==> src/logic/uniboard_pkg.sv <==
// uniboard command path definitions
`default_nettype none

package uniboard_pkg;

	// widths that carry a meaning on the command path
	typedef logic [7:0] byte_t;
	typedef logic [6:0] periph_num_t;
	typedef logic [7:0] reg_num_t;
	typedef logic [31:0] reg_data_t;
	typedef logic [2:0] reg_size_t;

	// 12 MHz clock, one bit every 12 cycles
	localparam int BAUD_DIV = 12;

	// frame markers
	localparam byte_t START_BYTE = 8'h01;
	localparam byte_t END_BYTE = 8'h17;
	localparam byte_t ESCAPE_BYTE = 8'h1B;

	// peripheral byte, register byte, four write data bytes
	localparam int BODY_MAX = 6;

	// scratch block location and register width in bytes
	localparam periph_num_t SCRATCH_PERIPH = 7'd2;
	localparam reg_size_t SCRATCH_REG_SIZE = 3'd4;

	typedef enum logic [1:0] {
		RX_IDLE,
		RX_START,
		RX_DATA,
		RX_STOP
	} uart_rx_state_t;

	typedef enum logic [1:0] {
		TX_IDLE,
		TX_START,
		TX_DATA,
		TX_STOP
	} uart_tx_state_t;

	// hunting for a start byte, or inside a frame
	typedef enum logic {
		DEC_HUNT,
		DEC_BODY
	} decode_state_t;

	typedef enum logic [3:0] {
		BUS_IDLE,
		BUS_WR_SETUP,
		BUS_WR_SEL1,
		BUS_WR_SEL2,
		BUS_WR_GAP1,
		BUS_WR_GAP2,
		BUS_RD_SETUP,
		BUS_RD_SEL1,
		BUS_RD_SEL2,
		BUS_WAIT_DONE
	} bus_state_t;

	typedef enum logic [2:0] {
		ENC_IDLE,
		ENC_PICK,
		ENC_ESC_HOLD,
		ENC_ESC_WAIT,
		ENC_HOLD,
		ENC_WAIT
	} encode_state_t;

endpackage

`default_nettype wire
==> src/logic/uniboard_top.sv <==
// uniboard command path top level
`default_nettype none

module uniboard_top
	import uniboard_pkg::*;
(
	input logic clk_12MHz,
	input logic reset,
	input logic uart_rx,
	output logic uart_tx
);

	// receive side
	byte_t rx_byte;
	logic rx_valid;
	logic cmd_valid;
	logic cmd_read;
	periph_num_t cmd_periph;
	reg_num_t cmd_reg;
	reg_data_t cmd_data;
	logic bus_idle;

	// register bus
	logic bus_rw;
	logic bus_select;
	periph_num_t bus_periph;
	reg_num_t bus_reg;
	reg_data_t bus_write_data;
	reg_data_t bus_read_data;
	reg_size_t bus_reg_size;

	// transmit side
	logic reply_valid;
	logic reply_read;
	periph_num_t reply_periph;
	reg_num_t reply_reg;
	reg_data_t reply_data;
	reg_size_t reply_size;
	logic reply_done;
	byte_t tx_byte;
	logic tx_send;
	logic tx_busy;

	uart_receiver u_uart_receiver (
		.clk_12MHz(clk_12MHz),
		.reset(reset),
		.rx(uart_rx),
		.rx_byte(rx_byte),
		.rx_valid(rx_valid)
	);

	frame_decoder u_frame_decoder (
		.clk_12MHz(clk_12MHz),
		.reset(reset),
		.rx_valid(rx_valid),
		.bus_idle(bus_idle),
		.rx_byte(rx_byte),
		.cmd_valid(cmd_valid),
		.cmd_read(cmd_read),
		.cmd_periph(cmd_periph),
		.cmd_reg(cmd_reg),
		.cmd_data(cmd_data)
	);

	register_bus_master u_register_bus_master (
		.clk_12MHz(clk_12MHz),
		.reset(reset),
		.cmd_valid(cmd_valid),
		.cmd_read(cmd_read),
		.cmd_periph(cmd_periph),
		.cmd_reg(cmd_reg),
		.cmd_data(cmd_data),
		.bus_read_data(bus_read_data),
		.bus_reg_size(bus_reg_size),
		.bus_idle(bus_idle),
		.bus_rw(bus_rw),
		.bus_select(bus_select),
		.reply_valid(reply_valid),
		.bus_periph(bus_periph),
		.bus_reg(bus_reg),
		.bus_write_data(bus_write_data),
		.reply_read(reply_read),
		.reply_periph(reply_periph),
		.reply_reg(reply_reg),
		.reply_data(reply_data),
		.reply_size(reply_size),
		.reply_done(reply_done)
	);

	peripheral_block u_peripheral_block (
		.clk_12MHz(clk_12MHz),
		.reset(reset),
		.bus_rw(bus_rw),
		.bus_select(bus_select),
		.bus_periph(bus_periph),
		.bus_reg(bus_reg),
		.bus_write_data(bus_write_data),
		.bus_read_data(bus_read_data),
		.bus_reg_size(bus_reg_size)
	);

	frame_encoder u_frame_encoder (
		.clk_12MHz(clk_12MHz),
		.reset(reset),
		.reply_valid(reply_valid),
		.tx_busy(tx_busy),
		.reply_read(reply_read),
		.reply_periph(reply_periph),
		.reply_reg(reply_reg),
		.reply_data(reply_data),
		.reply_size(reply_size),
		.reply_done(reply_done),
		.tx_send(tx_send),
		.tx_byte(tx_byte)
	);

	uart_transmitter u_uart_transmitter (
		.clk_12MHz(clk_12MHz),
		.reset(reset),
		.tx_send(tx_send),
		.tx_byte(tx_byte),
		.tx(uart_tx),
		.tx_busy(tx_busy)
	);

endmodule

`default_nettype wire

==> src/logic/uart_transmitter.sv <==
// uart byte transmitter
`default_nettype none

module uart_transmitter
	import uniboard_pkg::*;
(
	input logic clk_12MHz,
	input logic reset,
	input logic tx_send,
	input byte_t tx_byte,
	output logic tx,
	output logic tx_busy
);

	uart_tx_state_t tx_state;
	byte_t tx_shift;
	logic [$clog2(BAUD_DIV)-1:0] baud_count;
	logic [2:0] bit_index;
	logic bit_end;

	assign bit_end = (baud_count == BAUD_DIV - 1);

	// busy from the accepting edge to the end of the stop bit
	assign tx_busy = (tx_state != TX_IDLE);

	always_ff @(posedge clk_12MHz)
	begin
		if (reset)
		begin
			tx_state <= TX_IDLE;
			tx <= 1'b1;
			baud_count <= '0;
			bit_index <= '0;
		end
		else
		begin
			if (tx_state == TX_IDLE || bit_end)
				baud_count <= '0;
			else
				baud_count <= baud_count + 1'b1;
			case (tx_state)
				TX_IDLE:
					if (tx_send)
					begin
						tx_shift <= tx_byte;
						// start bit
						tx <= 1'b0;
						tx_state <= TX_START;
					end
				TX_START:
					if (bit_end)
					begin
						tx <= tx_shift[0];
						tx_shift <= {1'b0, tx_shift[7:1]};
						bit_index <= '0;
						tx_state <= TX_DATA;
					end
				TX_DATA:
					if (bit_end)
					begin
						if (bit_index == 3'd7)
						begin
							// stop bit
							tx <= 1'b1;
							tx_state <= TX_STOP;
						end
						else
						begin
							tx <= tx_shift[0];
							tx_shift <= {1'b0, tx_shift[7:1]};
							bit_index <= bit_index + 1'b1;
						end
					end
				TX_STOP:
					if (bit_end)
						tx_state <= TX_IDLE;
				default:
					tx_state <= TX_IDLE;
			endcase
		end
	end

endmodule

`default_nettype wire

==> src/logic/frame_encoder.sv <==
// reply frame encoder
`default_nettype none

module frame_encoder
	import uniboard_pkg::*;
(
	input logic clk_12MHz,
	input logic reset,
	input logic reply_valid,
	input logic tx_busy,
	input logic reply_read,
	input periph_num_t reply_periph,
	input reg_num_t reply_reg,
	input reg_data_t reply_data,
	input reg_size_t reply_size,
	output logic reply_done,
	output logic tx_send,
	output byte_t tx_byte
);

	encode_state_t enc_state;
	logic [3:0] byte_index;
	logic [3:0] end_index;
	logic read_q;
	periph_num_t periph_q;
	reg_num_t reg_q;
	reg_size_t size_q;
	reg_data_t data_shift;
	byte_t current_byte;
	logic framing_byte;
	logic needs_escape;
	logic accept;
	logic byte_finished;

	assign accept = (enc_state == ENC_IDLE) && reply_valid;
	assign byte_finished = (enc_state == ENC_WAIT) && !tx_busy;

	// start, peripheral, register, data bytes, then end
	assign end_index = 4'd3 + {1'b0, size_q};

	always_comb
	begin
		framing_byte = 1'b0;
		// data bytes come off the bottom of the shift register
		current_byte = data_shift[7:0];
		if (byte_index == 4'd0)
		begin
			current_byte = START_BYTE;
			framing_byte = 1'b1;
		end
		else if (byte_index == 4'd1)
			current_byte = {read_q, periph_q};
		else if (byte_index == 4'd2)
			current_byte = reg_q;
		else if (byte_index == end_index)
		begin
			current_byte = END_BYTE;
			framing_byte = 1'b1;
		end
	end

	// body bytes that look like markers go out behind an escape
	assign needs_escape = !framing_byte
		&& ((current_byte == START_BYTE) || (current_byte == END_BYTE)
			|| (current_byte == ESCAPE_BYTE));

	always_ff @(posedge clk_12MHz)
	begin
		if (accept)
		begin
			read_q <= reply_read;
			periph_q <= reply_periph;
			reg_q <= reply_reg;
			size_q <= reply_size;
			data_shift <= reply_data;
		end
		else if (byte_finished && !framing_byte && (byte_index > 4'd2))
			data_shift <= data_shift >> 8;
		if (enc_state == ENC_PICK)
			tx_byte <= needs_escape ? ESCAPE_BYTE : current_byte;
		else if ((enc_state == ENC_ESC_WAIT) && !tx_busy)
			tx_byte <= current_byte;
	end

	always_ff @(posedge clk_12MHz)
	begin
		if (reset)
		begin
			enc_state <= ENC_IDLE;
			byte_index <= '0;
			tx_send <= 1'b0;
			reply_done <= 1'b0;
		end
		else
		begin
			reply_done <= 1'b0;
			case (enc_state)
				ENC_IDLE:
					if (accept)
					begin
						byte_index <= '0;
						enc_state <= ENC_PICK;
					end
				ENC_PICK:
				begin
					tx_send <= 1'b1;
					enc_state <= needs_escape ? ENC_ESC_HOLD : ENC_HOLD;
				end
				// hold send until the transmitter takes it, then wait it out
				ENC_ESC_HOLD:
					if (tx_busy)
					begin
						tx_send <= 1'b0;
						enc_state <= ENC_ESC_WAIT;
					end
				ENC_ESC_WAIT:
					if (!tx_busy)
					begin
						tx_send <= 1'b1;
						enc_state <= ENC_HOLD;
					end
				ENC_HOLD:
					if (tx_busy)
					begin
						tx_send <= 1'b0;
						enc_state <= ENC_WAIT;
					end
				ENC_WAIT:
					if (byte_finished)
					begin
						if (byte_index == end_index)
						begin
							// end byte fully on the wire
							reply_done <= 1'b1;
							enc_state <= ENC_IDLE;
						end
						else
						begin
							byte_index <= byte_index + 1'b1;
							enc_state <= ENC_PICK;
						end
					end
				default:
					enc_state <= ENC_IDLE;
			endcase
		end
	end

endmodule

`default_nettype wire

==> src/logic/peripheral_block.sv <==
// scratch registers and default peripheral
`default_nettype none

module peripheral_block
	import uniboard_pkg::*;
(
	input logic clk_12MHz,
	input logic reset,
	input logic bus_rw,
	input logic bus_select,
	input periph_num_t bus_periph,
	input reg_num_t bus_reg,
	input reg_data_t bus_write_data,
	output reg_data_t bus_read_data,
	output reg_size_t bus_reg_size
);

	reg_data_t scratch [4];
	logic select_q;
	logic scratch_hit;
	logic write_strobe;
	logic read_enable;

	assign scratch_hit = (bus_periph == SCRATCH_PERIPH);

	// writes land on the rising edge of select only
	assign write_strobe = bus_select && !select_q && !bus_rw && scratch_hit;
	assign read_enable = bus_select && bus_rw && scratch_hit;

	always_ff @(posedge clk_12MHz)
	begin
		if (reset)
		begin
			select_q <= 1'b0;
			for (int i = 0; i < 4; i++)
				scratch[i] <= '0;
		end
		else
		begin
			select_q <= bus_select;
			// low two register bits pick the word
			if (write_strobe)
				scratch[bus_reg[1:0]] <= bus_write_data;
		end
	end

	// unmapped peripherals answer with zero data and zero size
	assign bus_read_data = read_enable ? scratch[bus_reg[1:0]] : '0;
	assign bus_reg_size = read_enable ? SCRATCH_REG_SIZE : '0;

endmodule

`default_nettype wire

==> src/logic/register_bus_master.sv <==
// register bus master
`default_nettype none

module register_bus_master
	import uniboard_pkg::*;
(
	input logic clk_12MHz,
	input logic reset,
	input logic cmd_valid,
	input logic cmd_read,
	input periph_num_t cmd_periph,
	input reg_num_t cmd_reg,
	input reg_data_t cmd_data,
	input reg_data_t bus_read_data,
	input reg_size_t bus_reg_size,
	output logic bus_idle,
	output logic bus_rw,
	output logic bus_select,
	output logic reply_valid,
	output periph_num_t bus_periph,
	output reg_num_t bus_reg,
	output reg_data_t bus_write_data,
	// read flag of the command, echoed in the reply
	output logic reply_read,
	output periph_num_t reply_periph,
	output reg_num_t reply_reg,
	output reg_data_t reply_data,
	output reg_size_t reply_size,
	input logic reply_done
);

	bus_state_t bus_state;

	// only one command in flight, held until the reply is out
	assign bus_idle = (bus_state == BUS_IDLE);

	always_ff @(posedge clk_12MHz)
	begin
		if (reset)
		begin
			bus_state <= BUS_IDLE;
			bus_select <= 1'b0;
			bus_rw <= 1'b1;
			reply_valid <= 1'b0;
		end
		else
		begin
			reply_valid <= 1'b0;
			case (bus_state)
				BUS_IDLE:
					if (cmd_valid)
					begin
						bus_rw <= cmd_read;
						bus_state <= cmd_read ? BUS_RD_SETUP : BUS_WR_SETUP;
					end
				// write: setup, two cycles selected, two cycles released
				BUS_WR_SETUP:
				begin
					bus_select <= 1'b1;
					bus_state <= BUS_WR_SEL1;
				end
				BUS_WR_SEL1:
					bus_state <= BUS_WR_SEL2;
				BUS_WR_SEL2:
				begin
					bus_select <= 1'b0;
					bus_state <= BUS_WR_GAP1;
				end
				BUS_WR_GAP1:
					bus_state <= BUS_WR_GAP2;
				BUS_WR_GAP2:
				begin
					// turn the bus around for the read-back
					bus_rw <= 1'b1;
					bus_state <= BUS_RD_SETUP;
				end
				BUS_RD_SETUP:
				begin
					bus_select <= 1'b1;
					bus_state <= BUS_RD_SEL1;
				end
				BUS_RD_SEL1:
					bus_state <= BUS_RD_SEL2;
				BUS_RD_SEL2:
				begin
					// data captured on this edge, see payload block
					bus_select <= 1'b0;
					reply_valid <= 1'b1;
					bus_state <= BUS_WAIT_DONE;
				end
				BUS_WAIT_DONE:
					if (reply_done)
						bus_state <= BUS_IDLE;
				default:
					bus_state <= BUS_IDLE;
			endcase
		end
	end

	// command fields and reply data
	always_ff @(posedge clk_12MHz)
	begin
		if (bus_idle && cmd_valid)
		begin
			bus_periph <= cmd_periph;
			bus_reg <= cmd_reg;
			bus_write_data <= cmd_data;
			reply_read <= cmd_read;
		end
		// last select cycle, peripheral output has settled
		if (bus_state == BUS_RD_SEL2)
		begin
			reply_data <= bus_read_data;
			reply_size <= bus_reg_size;
		end
	end

	// address stays put until the next command
	assign reply_periph = bus_periph;
	assign reply_reg = bus_reg;

endmodule

`default_nettype wire

==> src/logic/frame_decoder.sv <==
// command frame decoder
`default_nettype none

module frame_decoder
	import uniboard_pkg::*;
(
	input logic clk_12MHz,
	input logic reset,
	input logic rx_valid,
	input logic bus_idle,
	input byte_t rx_byte,
	output logic cmd_valid,
	output logic cmd_read,
	output periph_num_t cmd_periph,
	output reg_num_t cmd_reg,
	output reg_data_t cmd_data
);

	decode_state_t dec_state;
	byte_t body [BODY_MAX];
	logic [2:0] body_count;
	logic escape_pending;
	logic in_frame;
	logic clear_body;
	logic end_seen;
	logic escape_seen;
	logic take_data;

	assign in_frame = (dec_state == DEC_BODY);

	// unescaped start byte opens a frame, or restarts the open one
	assign clear_body = rx_valid && !escape_pending && (rx_byte == START_BYTE);
	assign end_seen = rx_valid && in_frame && !escape_pending && (rx_byte == END_BYTE);
	assign escape_seen = rx_valid && in_frame && !escape_pending && (rx_byte == ESCAPE_BYTE);

	// escaped bytes are always data, even marker values
	assign take_data = rx_valid && in_frame
		&& (escape_pending
			|| ((rx_byte != START_BYTE) && (rx_byte != END_BYTE) && (rx_byte != ESCAPE_BYTE)));

	always_ff @(posedge clk_12MHz)
	begin
		if (reset)
		begin
			dec_state <= DEC_HUNT;
			body_count <= '0;
			escape_pending <= 1'b0;
			cmd_valid <= 1'b0;
		end
		else
		begin
			// short frames and frames that find the bus busy are dropped here
			cmd_valid <= end_seen && (body_count >= 3'd2) && bus_idle;
			if (clear_body)
			begin
				dec_state <= DEC_BODY;
				body_count <= '0;
				escape_pending <= 1'b0;
			end
			else if (end_seen)
				dec_state <= DEC_HUNT;
			else if (escape_seen)
				escape_pending <= 1'b1;
			else if (take_data)
			begin
				escape_pending <= 1'b0;
				// bytes past the sixth are thrown away
				if (body_count < BODY_MAX)
					body_count <= body_count + 1'b1;
			end
		end
	end

	// body buffer, zeroed per frame so missing write bytes read as zero
	always_ff @(posedge clk_12MHz)
	begin
		if (clear_body)
		begin
			for (int i = 0; i < BODY_MAX; i++)
				body[i] <= '0;
		end
		else if (take_data && (body_count < BODY_MAX))
			body[body_count] <= rx_byte;
	end

	// byte 0 is read flag plus peripheral, byte 1 the register
	assign cmd_read = body[0][7];
	assign cmd_periph = body[0][6:0];
	assign cmd_reg = body[1];
	// write data arrives low byte first
	assign cmd_data = {body[5], body[4], body[3], body[2]};

endmodule

`default_nettype wire

==> src/logic/uart_receiver.sv <==
// uart byte receiver
`default_nettype none

module uart_receiver
	import uniboard_pkg::*;
(
	input logic clk_12MHz,
	input logic reset,
	input logic rx,
	output byte_t rx_byte,
	output logic rx_valid
);

	uart_rx_state_t rx_state;
	logic rx_meta;
	logic rx_sync;
	logic [$clog2(BAUD_DIV)-1:0] baud_count;
	logic [2:0] bit_index;

	always_ff @(posedge clk_12MHz)
	begin
		if (reset)
		begin
			// line idles high
			rx_meta <= 1'b1;
			rx_sync <= 1'b1;
			rx_state <= RX_IDLE;
			baud_count <= '0;
			bit_index <= '0;
			rx_valid <= 1'b0;
		end
		else
		begin
			// two flop synchronizer on the async pin
			rx_meta <= rx;
			rx_sync <= rx_meta;
			rx_valid <= 1'b0;
			case (rx_state)
				RX_IDLE:
				begin
					baud_count <= '0;
					// falling edge starts a character
					if (!rx_sync)
						rx_state <= RX_START;
				end
				RX_START:
					// half a bit in, start bit must still be low
					if (baud_count == BAUD_DIV / 2 - 1)
					begin
						baud_count <= '0;
						bit_index <= '0;
						if (!rx_sync)
							rx_state <= RX_DATA;
						else
							rx_state <= RX_IDLE;
					end
					else
						baud_count <= baud_count + 1'b1;
				RX_DATA:
					if (baud_count == BAUD_DIV - 1)
					begin
						baud_count <= '0;
						// lsb first, shift in from the top
						rx_byte <= {rx_sync, rx_byte[7:1]};
						bit_index <= bit_index + 1'b1;
						if (bit_index == 3'd7)
							rx_state <= RX_STOP;
					end
					else
						baud_count <= baud_count + 1'b1;
				RX_STOP:
					if (baud_count == BAUD_DIV - 1)
					begin
						baud_count <= '0;
						// strobe mid stop bit, drop the byte on a framing error
						rx_valid <= rx_sync;
						rx_state <= RX_IDLE;
					end
					else
						baud_count <= baud_count + 1'b1;
				default:
					rx_state <= RX_IDLE;
			endcase
		end
	end

endmodule

`default_nettype wire

==> config.mk <==
export PLATFORM = sky130hd
export DESIGN_NAME = uniboard_top
export DESIGN_NICKNAME = d
export VERILOG_FILES = /design/src/logic/uniboard_pkg.sv /design/src/logic/uniboard_top.sv /design/src/logic/uart_transmitter.sv /design/src/logic/frame_encoder.sv /design/src/logic/peripheral_block.sv /design/src/logic/register_bus_master.sv /design/src/logic/frame_decoder.sv /design/src/logic/uart_receiver.sv
export SDC_FILE = /design/constraint.sdc
export NUM_CORES = 1
export LEC_CHECK = 0
export ABC_AREA = 1
export BUFFER_PORTS_ARGS = -buffer_cell sky130_fd_sc_hd__buf_2
export CAP_MARGIN = 40
export CELL_PAD_IN_SITES_DETAIL_PLACEMENT = 1
export CELL_PAD_IN_SITES_GLOBAL_PLACEMENT = 2
export CORE_MARGIN = 8
export CORE_UTILIZATION = 47
export CTS_CLUSTER_DIAMETER = 200
export DETAILED_ROUTE_END_ITERATION = 10
export GPL_ROUTABILITY_DRIVEN = 0
export PLACE_DENSITY = 0.84
export SYNTH_ARGS = -nofsm -noshare
export SYNTH_HDL_FRONTEND = slang
export SYNTH_SLANG_ARGS = --single-unit
==> constraint.sdc <==
create_clock -name clk_12MHz -period 6.11 [get_ports clk_12MHz]
set_input_delay 1.833 -clock clk_12MHz [delete_from_list [all_inputs] [get_ports clk_12MHz]]
set_output_delay 1.833 -clock clk_12MHz [all_outputs]
set_load 0.02 [all_outputs]
==> results.sh <==
export IMPL_cts_tree="done"
export IMPL_synth_ff_type="edfxtp_1"
export IMPL_synth_edf_count=330
export IMPL_timing_hold_violations_final=0
export IMPL_syn_inst=1339
export IMPL_min_period_ns=3.83
export IMPL_layoutNonFillerInstCount=1791
export IMPL_final_nets=1376
export IMPL_p_per_area_nw_per_um2=357
export IMPL_dieWidth_um=196
export IMPL_die_h_um=196
export IMPL_fin_util_pct=52.9
export IMPL_hpwl_um=22000
export IMPL_diodes=0
export IMPL_grt_max_degree=68
export IMPL_hold_path_end="u_uart_receiver.rx_sync$_SDFF_PP1_"
export IMPL_async_flop_share_pct=0
export IMPL_clk_path_buf_depth=3
export IMPL_status="finished clean"
export IMPL_drv_cap=0
export IMPL_start_util_pct=47.3
export IMPL_grt_antenna_before_repair=1
export IMPL_setup_violations=0
export IMPL_clock_sinks=375
export IMPL_seq_area_frac_synth_pct=71.0
export IMPL_grt_pass1_wl_um=55400
export IMPL_rows=66
export IMPL_cts_buffers=39
export IMPL_port_buffers=3
export IMPL_ys_warn_count=0
export IMPL_avgSynthCellArea_sq_um=11.4
export IMPL_cp_end_kind="flip-flop"
export IMPL_hold_path_class="flip-flop to flip-flop"
export IMPL_relSlewSlack_pct=37.1
export IMPL_routedWlPerCell_um=19.1
export IMPL_p_leak_nw=6.56
export IMPL_root_buffer="clkbuf_16"
export IMPL_synthAdderAreaFrac_pct=1.72
export IMPL_dp_cells=1719
export IMPL_r2r_start="u_frame_encoder.byte_index[0]$_SDFFE_PP0P_"
export IMPL_synth_xor_area_share_pct=0.115
export IMPL_skew_ns=0.0145
export IMPL_post_drt_via_cell_ratio=5.33
export IMPL_regArea_sq_um=10800
export IMPL_fin_tns_setup_ns=0
export IMPL_io_pins=4
export IMPL_whs_ns=0.409
export IMPL_largest_reg_flops=128
export IMPL_drive_above_1_share_pct=7.95
export IMPL_worst_slew_pin_transition_ns=0.944
export IMPL_place_ws_ns=1.73
export IMPL_reg_top3="u_peripheral_block.scratch: 128 flops, u_frame_decoder.body: 48 flops"
export IMPL_min_path_cells=1
export IMPL_synth_top_family_by_area="simple AND/OR/NAND/NOR gates"
export IMPL_overflow=0
export IMPL_total_power_mw=6.08
export IMPL_rsz0062_at_grt="no"
export IMPL_path_class="primary input to flip-flop"
export IMPL_placed_area_sq_um=15800
export IMPL_grt_pass1_vias=10100
export IMPL_cts_reportedPaths_clkPinSlew_ns=0.06
export IMPL_fmax_mhz=261
export IMPL_fin_crit_sh_pct=62.7
export IMPL_muxShareOfSynthArea_pct=0
export IMPL_synth_area_sq_um=15200
export IMPL_rr_endpoint="u_frame_encoder.data_shift[27]$_SDFFCE_PN0P_"
export IMPL_hold_buffers=0
export IMPL_area_growth_pct=11.9
export IMPL_worstHoldStart="u_uart_receiver.rx_meta$_SDFF_PP1_"
export IMPL_ff2ff_path_depth=12
export IMPL_synth_compound_area_share_pct=6.93
export IMPL_report_final_slew_viol_count=0
export IMPL_top_register="u_peripheral_block.scratch"
export IMPL_crit_required_ns=6.34
export IMPL_reg2reg_slack_ns=2.80
export IMPL_cp_max_fo=24
export IMPL_drtAntennaViolNets=0
export IMPL_ys_types=42
export IMPL_insertion_delay_ns=0.53
export IMPL_drt_iter0_markers=543
export IMPL_fin_ws_ns=2.28
export IMPL_dieArea_sq_um=38400
export IMPL_dr_pass1_iters=4
export IMPL_multi_input_area_sq_um=3760
export IMPL_grt_total_usage_pct=18.2
export IMPL_startpoint="reset"
export IMPL_vias=9541
export IMPL_cp_arrival_ns=4.06
export IMPL_drcViolationCount=0
export IMPL_routed_wl_um=34300
export IMPL_irDropWorstVdd_mv=0.170
export IMPL_stdcell_area_sq_um=17000
export IMPL_cp_start_kind="primary input"
export IMPL_synth_simple_gate_area_share_pct=15.6
export IMPL_cts_resized=0
export IMPL_coreArea_sq_um=32200
export IMPL_postCtsSetupBuffers=0
export IMPL_htree_levels=2
export IMPL_ys_ff_latch=375
export IMPL_fillers=3379
export IMPL_synth_nets=1363
placed cells by master, fill, tap and decap left out, types with 7 or more instances in the layout:
master,instances
a21oi_1,29
nor2_1,286
nor3_1,44
nand2_1,197
ha_1,21
buf_4,17
o21ai_1,7
clkinv_1,9
clkbuf_1,7
nand3_1,27
edfxtp_1,330
o22a_1,32
inv_2,8
inv_1,122
clkbuf_16,39
nand4_1,7
dfxtp_1,45
o21ai_0,77
area by class of cell:
cell class / count / area share [%]
Multi-Input combinational cell: 781 / 22.1
Clock buffer: 49 / 6.12
Tap cell: 408 / 2.99
Clock inverter: 23 / 1.29
Timing Repair Buffer: 25 / 1.22
Sequential cell: 375 / 63.4
Inverter: 130 / 2.86
per-layer routing:
metal	wire, um	vias up	global-route usage, %
met5	9	-	0
met1	15900	4749	24.9
met2	16300	151	29.8
met4	815	2	5.47
li1	-	4587	-
met3	1260	52	2.78
worst max-delay path: stages:
cell     delay [ns]
buf_2          0.25
inv_1          0.66
nand3_2        0.16
nor2_1         0.18
nand2_1        0.10
nand2_1        0.59
buf_12         0.25
cells by family (layout without fill, tap and decap cells):
| family | count (synthesis) | in the layout |
|---|---|---|
| adders and majority gates | 21 | 21 |
| and+or+nand+nor | 586 | 586 |
| xor gates and xnor gates | 2 | 2 |
| buffers and inverters | 183 | 227 |
| DFF | 375 | 375 |
| AOI/OAI and AO/OA | 172 | 172 |
synth_stat cells (3+ instances only):
| master | number | area [sq um] |
|---|---|---|
| a211oi_1 | 4 | 30.0 |
| a21oi_1 | 29 | 145 |
| a31oi_1 | 4 | 25.0 |
| buf_1 | 9 | 33.8 |
| buf_2 | 3 | 15.0 |
| clkbuf_1 | 38 | 143 |
| dfxtp_1 | 45 | 901 |
| edfxtp_1 | 330 | 9910 |
| ha_1 | 21 | 263 |
| inv_1 | 123 | 462 |
| inv_2 | 7 | 26.3 |
| nand2_1 | 197 | 739 |
| nand2_2 | 4 | 25.0 |
| nand3_1 | 28 | 140 |
| nand3b_1 | 4 | 30.0 |
| nand4_1 | 7 | 43.8 |
| nor2_1 | 288 | 1080 |
| nor3_1 | 44 | 220 |
| nor4_1 | 3 | 18.8 |
| o211ai_1 | 3 | 22.5 |
| o21ai_0 | 78 | 390 |
| o21ai_1 | 7 | 35.0 |
| o22a_1 | 32 | 280 |
| or2_2 | 5 | 31.3 |
where the power goes:
group	internal (mW)	total, mW	switching (mW)
logic	0.196	0.691	0.495
registers	2.98	3.04	0.0631
clock network	1.38	2.35	0.964
total	4.56	6.08	1.52
worst max-delay path by stage:
stage                                                 endpoint  slack [ns]  cells past startpoint
4_1_cts        u_peripheral_block.scratch[0][16]$_SDFFCE_PN0P_        2.22                      7
3_5_place_dp   u_peripheral_block.scratch[0][18]$_SDFFCE_PN0P_        1.73                      7
3_3_place_gp   u_peripheral_block.scratch[0][28]$_SDFFCE_PN0P_        1.79                      7
2_1_floorplan       u_peripheral_block.scratch[3][0]$_DFFE_PP_        2.06                      5
5_1_grt        u_peripheral_block.scratch[0][16]$_SDFFCE_PN0P_        2.15                      7
6_report       u_peripheral_block.scratch[0][12]$_SDFFCE_PN0P_        2.28                      7
No activity file was read; power rests on OpenSTA's default activity.
